--- config.mk ---
export PLATFORM = sky130hd
export DESIGN_NAME = dc_reset_control
export DESIGN_NICKNAME = d
export VERILOG_FILES = /design/src/dc_control_pkg.sv /design/src/status_sync.sv /design/src/reset_hold_generator.sv /design/src/led_glow.sv /design/src/status_led_driver.sv /design/src/dc_reset_control.sv
export SDC_FILE = /design/constraint.sdc
export NUM_CORES = 1
export LEC_CHECK = 0
export BUFFER_PORTS_ARGS = -buffer_cell sky130_fd_sc_hd__buf_2
export CELL_PAD_IN_SITES_DETAIL_PLACEMENT = 1
export CELL_PAD_IN_SITES_GLOBAL_PLACEMENT = 1
export CORE_MARGIN = 5
export CORE_UTILIZATION = 43
export DETAILED_ROUTE_END_ITERATION = 8
export PLACE_DENSITY_LB_ADDON = 0.1
export SYNTH_ARGS = -nofsm -noshare
export SYNTH_HDL_FRONTEND = slang
export SYNTH_SLANG_ARGS = --single-unit
--- constraint.sdc ---
create_clock -name control_clock -period 3.6 [get_ports control_clock]
set_clock_uncertainty 0.05 [all_clocks]
set_input_delay 0.18 -clock control_clock [delete_from_list [all_inputs] [get_ports control_clock]]
set_output_delay 0.18 -clock control_clock [all_outputs]
set_load 0.01 [all_outputs]
--- src/dc_control_pkg.sv ---
package dc_control_pkg;

    ////////////////////////////////////////////////////////////
    // reset hold timing
    ////////////////////////////////////////////////////////////

    // width of the hold counter in the reset generators
    localparam int hold_count_width = 32;

    // about one second of control clock cycles
    localparam logic [hold_count_width-1:0] reset_hold_cycles_default = 32'd32_000_000;

    ////////////////////////////////////////////////////////////
    // glow and blink periods
    ////////////////////////////////////////////////////////////

    // breathing period is 2**(bit+1) cycles
    localparam int slow_glow_bit_default = 26;
    localparam int fast_glow_bit_default = 22;

    // blink gate while forced generation is active
    localparam int blink_bit_default = 24;

    // brightness steps in the glow ramp
    localparam int glow_depth = 4;

    ////////////////////////////////////////////////////////////
    // status led modes
    ////////////////////////////////////////////////////////////

    localparam int led_mode_width = 2;

    localparam logic [led_mode_width-1:0] led_mode_status    = 2'd0;
    localparam logic [led_mode_width-1:0] led_mode_opt_reset = 2'd1;
    localparam logic [led_mode_width-1:0] led_mode_dc_reset  = 2'd2;
    // value 3 is treated like led_mode_opt_reset

endpackage

--- src/status_sync.sv ---
`timescale 1ns/1ns

module status_sync (
    input  logic control_clock,
    input  logic reset_dc,
    input  logic pll54_locked,
    input  logic pll_hdmi_locked,
    input  logic resync,
    input  logic force_generate,
    input  logic adv7513_ready,
    input  logic output_fullcycle,
    output logic hdmi_ready,
    output logic resync_sync,
    output logic force_generate_sync,
    output logic adv_ready_sync,
    output logic pll_reset_request,
    output logic output_ready
);

    // all six levels come from other clock domains
    logic [5:0] async_level;
    logic [5:0] meta_stage;
    logic [5:0] sync_stage;

    logic pll54_sync;
    logic fullcycle_sync;

    // previous lock levels for falling edge detection
    logic pll54_prev;
    logic hdmi_prev;

    assign async_level = {output_fullcycle, adv7513_ready, force_generate,
                          resync, pll_hdmi_locked, pll54_locked};

    ////////////////////////////////////////////////////////////
    // two flop synchronizer
    ////////////////////////////////////////////////////////////

    always_ff @(posedge control_clock) begin
        if (reset_dc) begin
            meta_stage <= '0;
            sync_stage <= '0;
        end else begin
            meta_stage <= async_level;
            sync_stage <= meta_stage;
        end
    end

    assign pll54_sync          = sync_stage[0];
    assign hdmi_ready          = sync_stage[1];
    assign resync_sync         = sync_stage[2];
    assign force_generate_sync = sync_stage[3];
    assign adv_ready_sync      = sync_stage[4];
    assign fullcycle_sync      = sync_stage[5];

    ////////////////////////////////////////////////////////////
    // lock loss and output gate
    ////////////////////////////////////////////////////////////

    always_ff @(posedge control_clock) begin
        if (reset_dc) begin
            pll54_prev        <= 1'b0;
            hdmi_prev         <= 1'b0;
            pll_reset_request <= 1'b0;
            output_ready      <= 1'b0;
        end else begin
            pll54_prev <= pll54_sync;
            hdmi_prev  <= hdmi_ready;
            // one pulse even when both locks drop together
            pll_reset_request <= (pll54_prev & ~pll54_sync) |
                                 (hdmi_prev & ~hdmi_ready);
            // transmitter setup may run once the output is stable
            output_ready <= hdmi_ready & fullcycle_sync;
        end
    end

endmodule

--- src/reset_hold_generator.sv ---
`timescale 1ns/1ns

module reset_hold_generator #(
    parameter logic [dc_control_pkg::hold_count_width-1:0] hold_cycles =
        dc_control_pkg::reset_hold_cycles_default
) (
    input  logic control_clock,
    input  logic request,
    output logic nreset
);

    logic [$bits(hold_cycles)-1:0] hold_count;

    // request clears the count and holds nreset low
    always_ff @(posedge control_clock) begin
        if (request) begin
            hold_count <= '0;
            nreset     <= 1'b0;
        end else if (!nreset) begin
            if (hold_count == hold_cycles) begin
                // release, counter stays where it is
                nreset <= 1'b1;
            end else begin
                hold_count <= hold_count + 1'b1;
            end
        end
    end

endmodule

--- src/led_glow.sv ---
`timescale 1ns/1ns

module led_glow #(
    parameter int glow_bit = dc_control_pkg::slow_glow_bit_default
) (
    input  logic control_clock,
    input  logic reset_dc,
    output logic glow
);

    import dc_control_pkg::*;

    logic [glow_bit:0]     glow_count;
    logic [glow_depth-1:0] ramp;
    logic [glow_depth-1:0] pwm_phase;

    always_ff @(posedge control_clock) begin
        if (reset_dc) begin
            glow_count <= '0;
        end else begin
            glow_count <= glow_count + 1'b1;
        end
    end

    // brightness from the bits under the top bit
    // top bit set means the ramp runs back down
    always_comb begin
        ramp = glow_count[glow_bit-1 -: glow_depth];
        if (glow_count[glow_bit]) begin
            ramp = ~ramp;
        end
    end

    // fast pwm phase against the slow ramp
    assign pwm_phase = glow_count[glow_depth-1:0];
    assign glow      = (pwm_phase < ramp);

endmodule

--- src/status_led_driver.sv ---
`timescale 1ns/1ns

module status_led_driver #(
    parameter int blink_bit = dc_control_pkg::blink_bit_default
) (
    input  logic                                    control_clock,
    input  logic                                    reset_dc,
    input  logic [dc_control_pkg::led_mode_width-1:0] led_mode,
    input  logic                                    dc_nreset,
    input  logic                                    opt_nreset,
    input  logic                                    hdmi_ready,
    input  logic                                    resync_sync,
    input  logic                                    force_generate_sync,
    input  logic                                    adv_ready_sync,
    input  logic                                    slow_glow,
    input  logic                                    fast_glow,
    output logic                                    status_led
);

    import dc_control_pkg::*;

    logic [blink_bit:0] blink_count;
    logic               blink_on;
    logic               status_level;
    logic               led_next;

    ////////////////////////////////////////////////////////////
    // blink timebase
    ////////////////////////////////////////////////////////////

    always_ff @(posedge control_clock) begin
        if (reset_dc) begin
            blink_count <= '0;
        end else begin
            blink_count <= blink_count + 1'b1;
        end
    end

    assign blink_on = blink_count[blink_bit];

    ////////////////////////////////////////////////////////////
    // led level selection, low means lit
    ////////////////////////////////////////////////////////////

    // system state in status mode, first match wins
    always_comb begin
        if (!hdmi_ready) begin
            // no hdmi clock, led dark
            status_level = 1'b1;
        end else if (resync_sync) begin
            status_level = ~fast_glow;
        end else if (force_generate_sync) begin
            status_level = blink_on ? ~fast_glow : 1'b1;
        end else if (adv_ready_sync) begin
            status_level = 1'b0;
        end else begin
            // waiting for the transmitter
            status_level = ~slow_glow;
        end
    end

    always_comb begin
        case (led_mode)
            led_mode_status:    led_next = status_level;
            led_mode_dc_reset:  led_next = dc_nreset;
            led_mode_opt_reset: led_next = opt_nreset;
            // mode 3 shows the option reset too
            default:            led_next = opt_nreset;
        endcase
    end

    always_ff @(posedge control_clock) begin
        if (reset_dc) begin
            status_led <= 1'b1;
        end else begin
            status_led <= led_next;
        end
    end

endmodule

--- src/dc_reset_control.sv ---
`timescale 1ns/1ns

module dc_reset_control #(
    parameter logic [dc_control_pkg::hold_count_width-1:0] hold_cycles =
        dc_control_pkg::reset_hold_cycles_default,
    parameter int slow_glow_bit = dc_control_pkg::slow_glow_bit_default,
    parameter int fast_glow_bit = dc_control_pkg::fast_glow_bit_default,
    parameter int blink_bit     = dc_control_pkg::blink_bit_default
) (
    input  logic                                    control_clock,
    // console reset request and block reset in one
    input  logic                                    reset_dc,
    input  logic                                    reset_opt,
    input  logic [dc_control_pkg::led_mode_width-1:0] led_mode,
    // levels from other clock domains
    input  logic                                    pll54_locked,
    input  logic                                    pll_hdmi_locked,
    input  logic                                    resync,
    input  logic                                    force_generate,
    input  logic                                    adv7513_ready,
    input  logic                                    output_fullcycle,
    output logic                                    dc_nreset,
    output logic                                    opt_nreset,
    output logic                                    pll_reset_request,
    output logic                                    hdmi_ready,
    output logic                                    output_ready,
    output logic                                    status_led
);

    logic resync_sync;
    logic force_generate_sync;
    logic adv_ready_sync;
    logic slow_glow;
    logic fast_glow;

    ////////////////////////////////////////////////////////////
    // status inputs into control_clock
    ////////////////////////////////////////////////////////////

    status_sync i_status_sync (
        .control_clock       (control_clock),
        .reset_dc            (reset_dc),
        .pll54_locked        (pll54_locked),
        .pll_hdmi_locked     (pll_hdmi_locked),
        .resync              (resync),
        .force_generate      (force_generate),
        .adv7513_ready       (adv7513_ready),
        .output_fullcycle    (output_fullcycle),
        .hdmi_ready          (hdmi_ready),
        .resync_sync         (resync_sync),
        .force_generate_sync (force_generate_sync),
        .adv_ready_sync      (adv_ready_sync),
        .pll_reset_request   (pll_reset_request),
        .output_ready        (output_ready)
    );

    ////////////////////////////////////////////////////////////
    // console and option reset outputs
    ////////////////////////////////////////////////////////////

    reset_hold_generator #(
        .hold_cycles (hold_cycles)
    ) i_dc_reset (
        .control_clock (control_clock),
        .request       (reset_dc),
        .nreset        (dc_nreset)
    );

    reset_hold_generator #(
        .hold_cycles (hold_cycles)
    ) i_opt_reset (
        .control_clock (control_clock),
        .request       (reset_opt),
        .nreset        (opt_nreset)
    );

    ////////////////////////////////////////////////////////////
    // led patterns
    ////////////////////////////////////////////////////////////

    led_glow #(
        .glow_bit (slow_glow_bit)
    ) i_slow_glow (
        .control_clock (control_clock),
        .reset_dc      (reset_dc),
        .glow          (slow_glow)
    );

    led_glow #(
        .glow_bit (fast_glow_bit)
    ) i_fast_glow (
        .control_clock (control_clock),
        .reset_dc      (reset_dc),
        .glow          (fast_glow)
    );

    status_led_driver #(
        .blink_bit (blink_bit)
    ) i_status_led (
        .control_clock       (control_clock),
        .reset_dc            (reset_dc),
        .led_mode            (led_mode),
        .dc_nreset           (dc_nreset),
        .opt_nreset          (opt_nreset),
        .hdmi_ready          (hdmi_ready),
        .resync_sync         (resync_sync),
        .force_generate_sync (force_generate_sync),
        .adv_ready_sync      (adv_ready_sync),
        .slow_glow           (slow_glow),
        .fast_glow           (fast_glow),
        .status_led          (status_led)
    );

endmodule

==> run_results.csv <==
group,metric,value,unit
outcome,outcome,"finished, final reports clean",
floorplanning,die_area,0.0198,mm^2
clocking,cts_tree,"done",
sta,timing.final.crit_share,0.664,
critical_path,crit_required,3.90,ns
clocking,cts_root_buffer,"clkbuf_16",
synthesis,synth_seq_cells,158,
sta,hold_viol_final,0,
clocking,clk_latency,0.42,ns
floorplanning,num_rows,47,
drt,vias,6002,
sta,worstMarginPinSlew,0.820,ns
global_routing,grt_usage,0.169,
drt,drc,0,
synthesis,yosysMostFrequentCell,"dfxtp_1",
sta,drv_slew,0,
layout,layout.nets,869,
critical_path,crit_slowest_cell,"or4_1",
critical_path,slowest_delay,0.71,ns
layout,seq_area,0.00316,mm^2
global_routing,grt_pass1_vias,6155,
synthesis,syn_inst,842,
critical_path,worst-setup-path-type,"flip-flop to flip-flop",
synthesis,synth_cell_type_count,41,
flow_run,drv_cap,0,
synthesis,yosysSeqAreaShare,0.431,
clocking,clock-sinks,158,
synthesis,synth-main-ff-cell,"dfxtp_1",
synthesis,ys_top_cells_by_count,"158 x dfxtp_1, 98 x nor2_1, 60 x a21oi_1, 44 x nand3_1, 41 x nor2b_1",
power,ir_worst_vdd,339,uV
synthesis,ys_async_sr_fraction,0,
clocking,max-clock-path-buffers,2,
synthesis,synth_area_leader_cell,"dfxtp_1",
synthesis,synth_top_family_by_area,"simple AND/OR/NAND/NOR gates",
sta,rsz0062_at_grt,"false",
layout,synthToLayoutAreaGrowth,11.7,%
clocking,cts-resized-gates,0,
floorplanning,ios,17,
layout,multi_input_area,0.00395,mm^2
clocking,clk_pin_slew,0.06,ns
drt,ant_nets,0,
global_routing,grt_pass1_wl,28500,um
layout,final_util,0.492,
sta,min_period,2.39,ns
drt,wl_per_cell,15.1,um
synthesis,synth_fa_ha_area_frac,0.0222,
sta,final-setup-viol-count,0,
sta,tns,0,ns
power,cellPowerDensity,445,mW/mm^2
placement,portBuffers,16,
drt,first_pass_iters,4,
synthesis,muxShareOfSynthArea,0.0442,
synthesis,syn_avg_cell_area,8.71,um^2
synthesis,syn_nets,866,
synthesis,yosys.area_share.simple,0.312,
clocking,cts_setup_buffers,0,
critical_path,cp_data_arrival_time,2.69,ns
drt,drt-total-wl,16300,um
synthesis,synth_xor_xnor_area_share,0.0717,
drt,first_iter_violations,240,
synthesis,synth_top_area_frac,0.431,
placement,hpwl,11000,um
layout,drive_gt1_frac,0.0921,
synthesis,synth.area.top_cells,"dfxtp_1 43%, nor2_1 5.0%, mux2_2 4.1%, a21oi_1 4.1%, xor2_1 3.8%",
clocking,cts_buffers,17,
placement,placed_cells,1040,
drt,via_per_inst,5.57,
sta,clock.fmax,418,MHz
global_routing,antenna_found_initial,0,
floorplanning,coreArea,0.0166,mm^2
clocking,h-tree-depth,4,
layout,finalNonFillerCells,1078,
layout,fill_cells,1944,
placement,placed_area,0.00756,mm^2
critical_path,crit_fanout,17,
floorplanning,start_util,0.441,
sta,slew_headroom,0.453,
global_routing,overflow,0,
synthesis,synth_edf_count,0,
floorplanning,die_w,141,um
global_routing,grt_start_max_net_pins,73,
min_path,min_path_type,"input pin to flip-flop",
synthesis,synth_compound_area_frac,0.0887,
power,cellLeakagePower,2.82,nW
synthesis,synth_area,0.00733,mm^2
critical_path,path_cells,"and4b_1 -> nand4b_1 -> or4_1 -> a21oi_1",
layout,diodes,0,
synthesis,yosysWarnings,0,
placement,gp_congestion,0.762,
layout,design_area,0.00819,mm^2
critical_path,startpoint_type,"flip-flop",
floorplanning,die-height,141,um
critical_path,endpoint_kind,"flip-flop",
area by class of cell:
class / count / share of cell area
clock inverters: 9 / 0.0104
multi-input cells: 627 / 0.482
well taps: 220 / 0.0336
clock buffers: 23 / 0.0596
flip-flops and latches: 158 / 0.386
inverters: 17 / 0.00779
repair buffers: 24 / 0.0208
final timing paths:
| check | start | to | slack, ns | cells after the start |
|---|---|---|---|---|
| max | i_dc_reset.hold_count[3]$_SDFFE_PP0P_ | i_dc_reset.hold_count[30]$_SDFFE_PP0P_ | 1.21 | 4 |
| min | led_mode[1] | i_status_led.status_led$_SDFF_PP1_ | 0.1 | 4 |
| max reg2reg | i_dc_reset.hold_count[3]$_SDFFE_PP0P_ | i_dc_reset.hold_count[30]$_SDFFE_PP0P_ | 1.21 | 4 |
| min reg2reg | i_status_sync.sync_stage[5]$_SDFF_PP0_ | i_status_sync.output_ready$_SDFF_PP0_ | 0.38 | 1 |
layer usage:
layer  vias to the layer above  GRT usage  share of wire
met5                         -          0              0
met3                        20     0.0312          0.018
li1                       3031          -              -
met1                      2911      0.212           0.48
met2                        40      0.296           0.49
met4                         0     0.0515          0.013
layout by cell type, fill, tap and decap left out, drive strengths merged, types with 18 or more instances in the layout:
master | netlist | layout
o31ai | 19 | 19
buf | 6 | 18
nor2b | 41 | 41
xor2 | 32 | 32
and4 | 21 | 21
nor2 | 98 | 98
nand3 | 44 | 44
or3 | 32 | 32
xnor2 | 28 | 28
a21oi | 60 | 60
dfxtp | 158 | 158
clkbuf | 34 | 23
mux2 | 27 | 27
or4 | 23 | 23
nand4 | 38 | 38
o21ai | 35 | 35
nand2 | 34 | 34
kinds of logic (layout without fill, tap and decap cells):
family / after synthesis / count (layout)
xor+xnor: 60 / 60
compound gates: 118 / 118
mux: 29 / 29
fa+ha+maj: 13 / 13
buf+inv: 57 / 73
simple gates: 407 / 407
flops: 158 / 158
registers in the layout (all words and copies together), names as in the netlist:
register and cells:
i_status_led.status_led 1, i_status_sync.meta_stage 6, i_status_sync.pll_reset_request 1, i_opt_reset.nreset 1
i_opt_reset.hold_count 32, i_status_sync.output_ready 1, i_slow_glow.glow_count 27, i_status_sync.pll54_prev 1
i_status_sync.sync_stage 6, i_fast_glow.glow_count 23, i_status_sync.hdmi_prev 1, i_status_led.blink_count 25
i_dc_reset.nreset 1, i_dc_reset.hold_count 32
worst max-delay path: cells and delay by family, from the launching register on:
kind	cells	cell delay [ns]
AOI/OAI and AO/OA	1	0.15
and+or+nand+nor	3	1.72
DFF	1	0.40
report_power, final:
group	total, mW	switching, mW	internal, mW
Combinational	0.117	0.0687	0.0486
Sequential	1.79	0.0222	1.77
Clock	1.73	0.712	1.02
through the flow:
stage,hold slack [ns],setup slack [ns],power (mW)
after floorplan,0.258,1.58,1.91
after global placement,0.341,1.39,1.94
after detailed placement,0.348,1.25,1.95
after CTS,0.0808,1.19,3.70
after global routing,0.126,1.01,3.80
final,0.0995,1.21,3.65
timing repair:
action / CTS / global route
hold buffers: 6 / 0
endpoints found under the hold margin: 6 / 0
endpoints found under the setup margin: 0 / 0
Note: power is estimated with default switching activity, not from simulation.
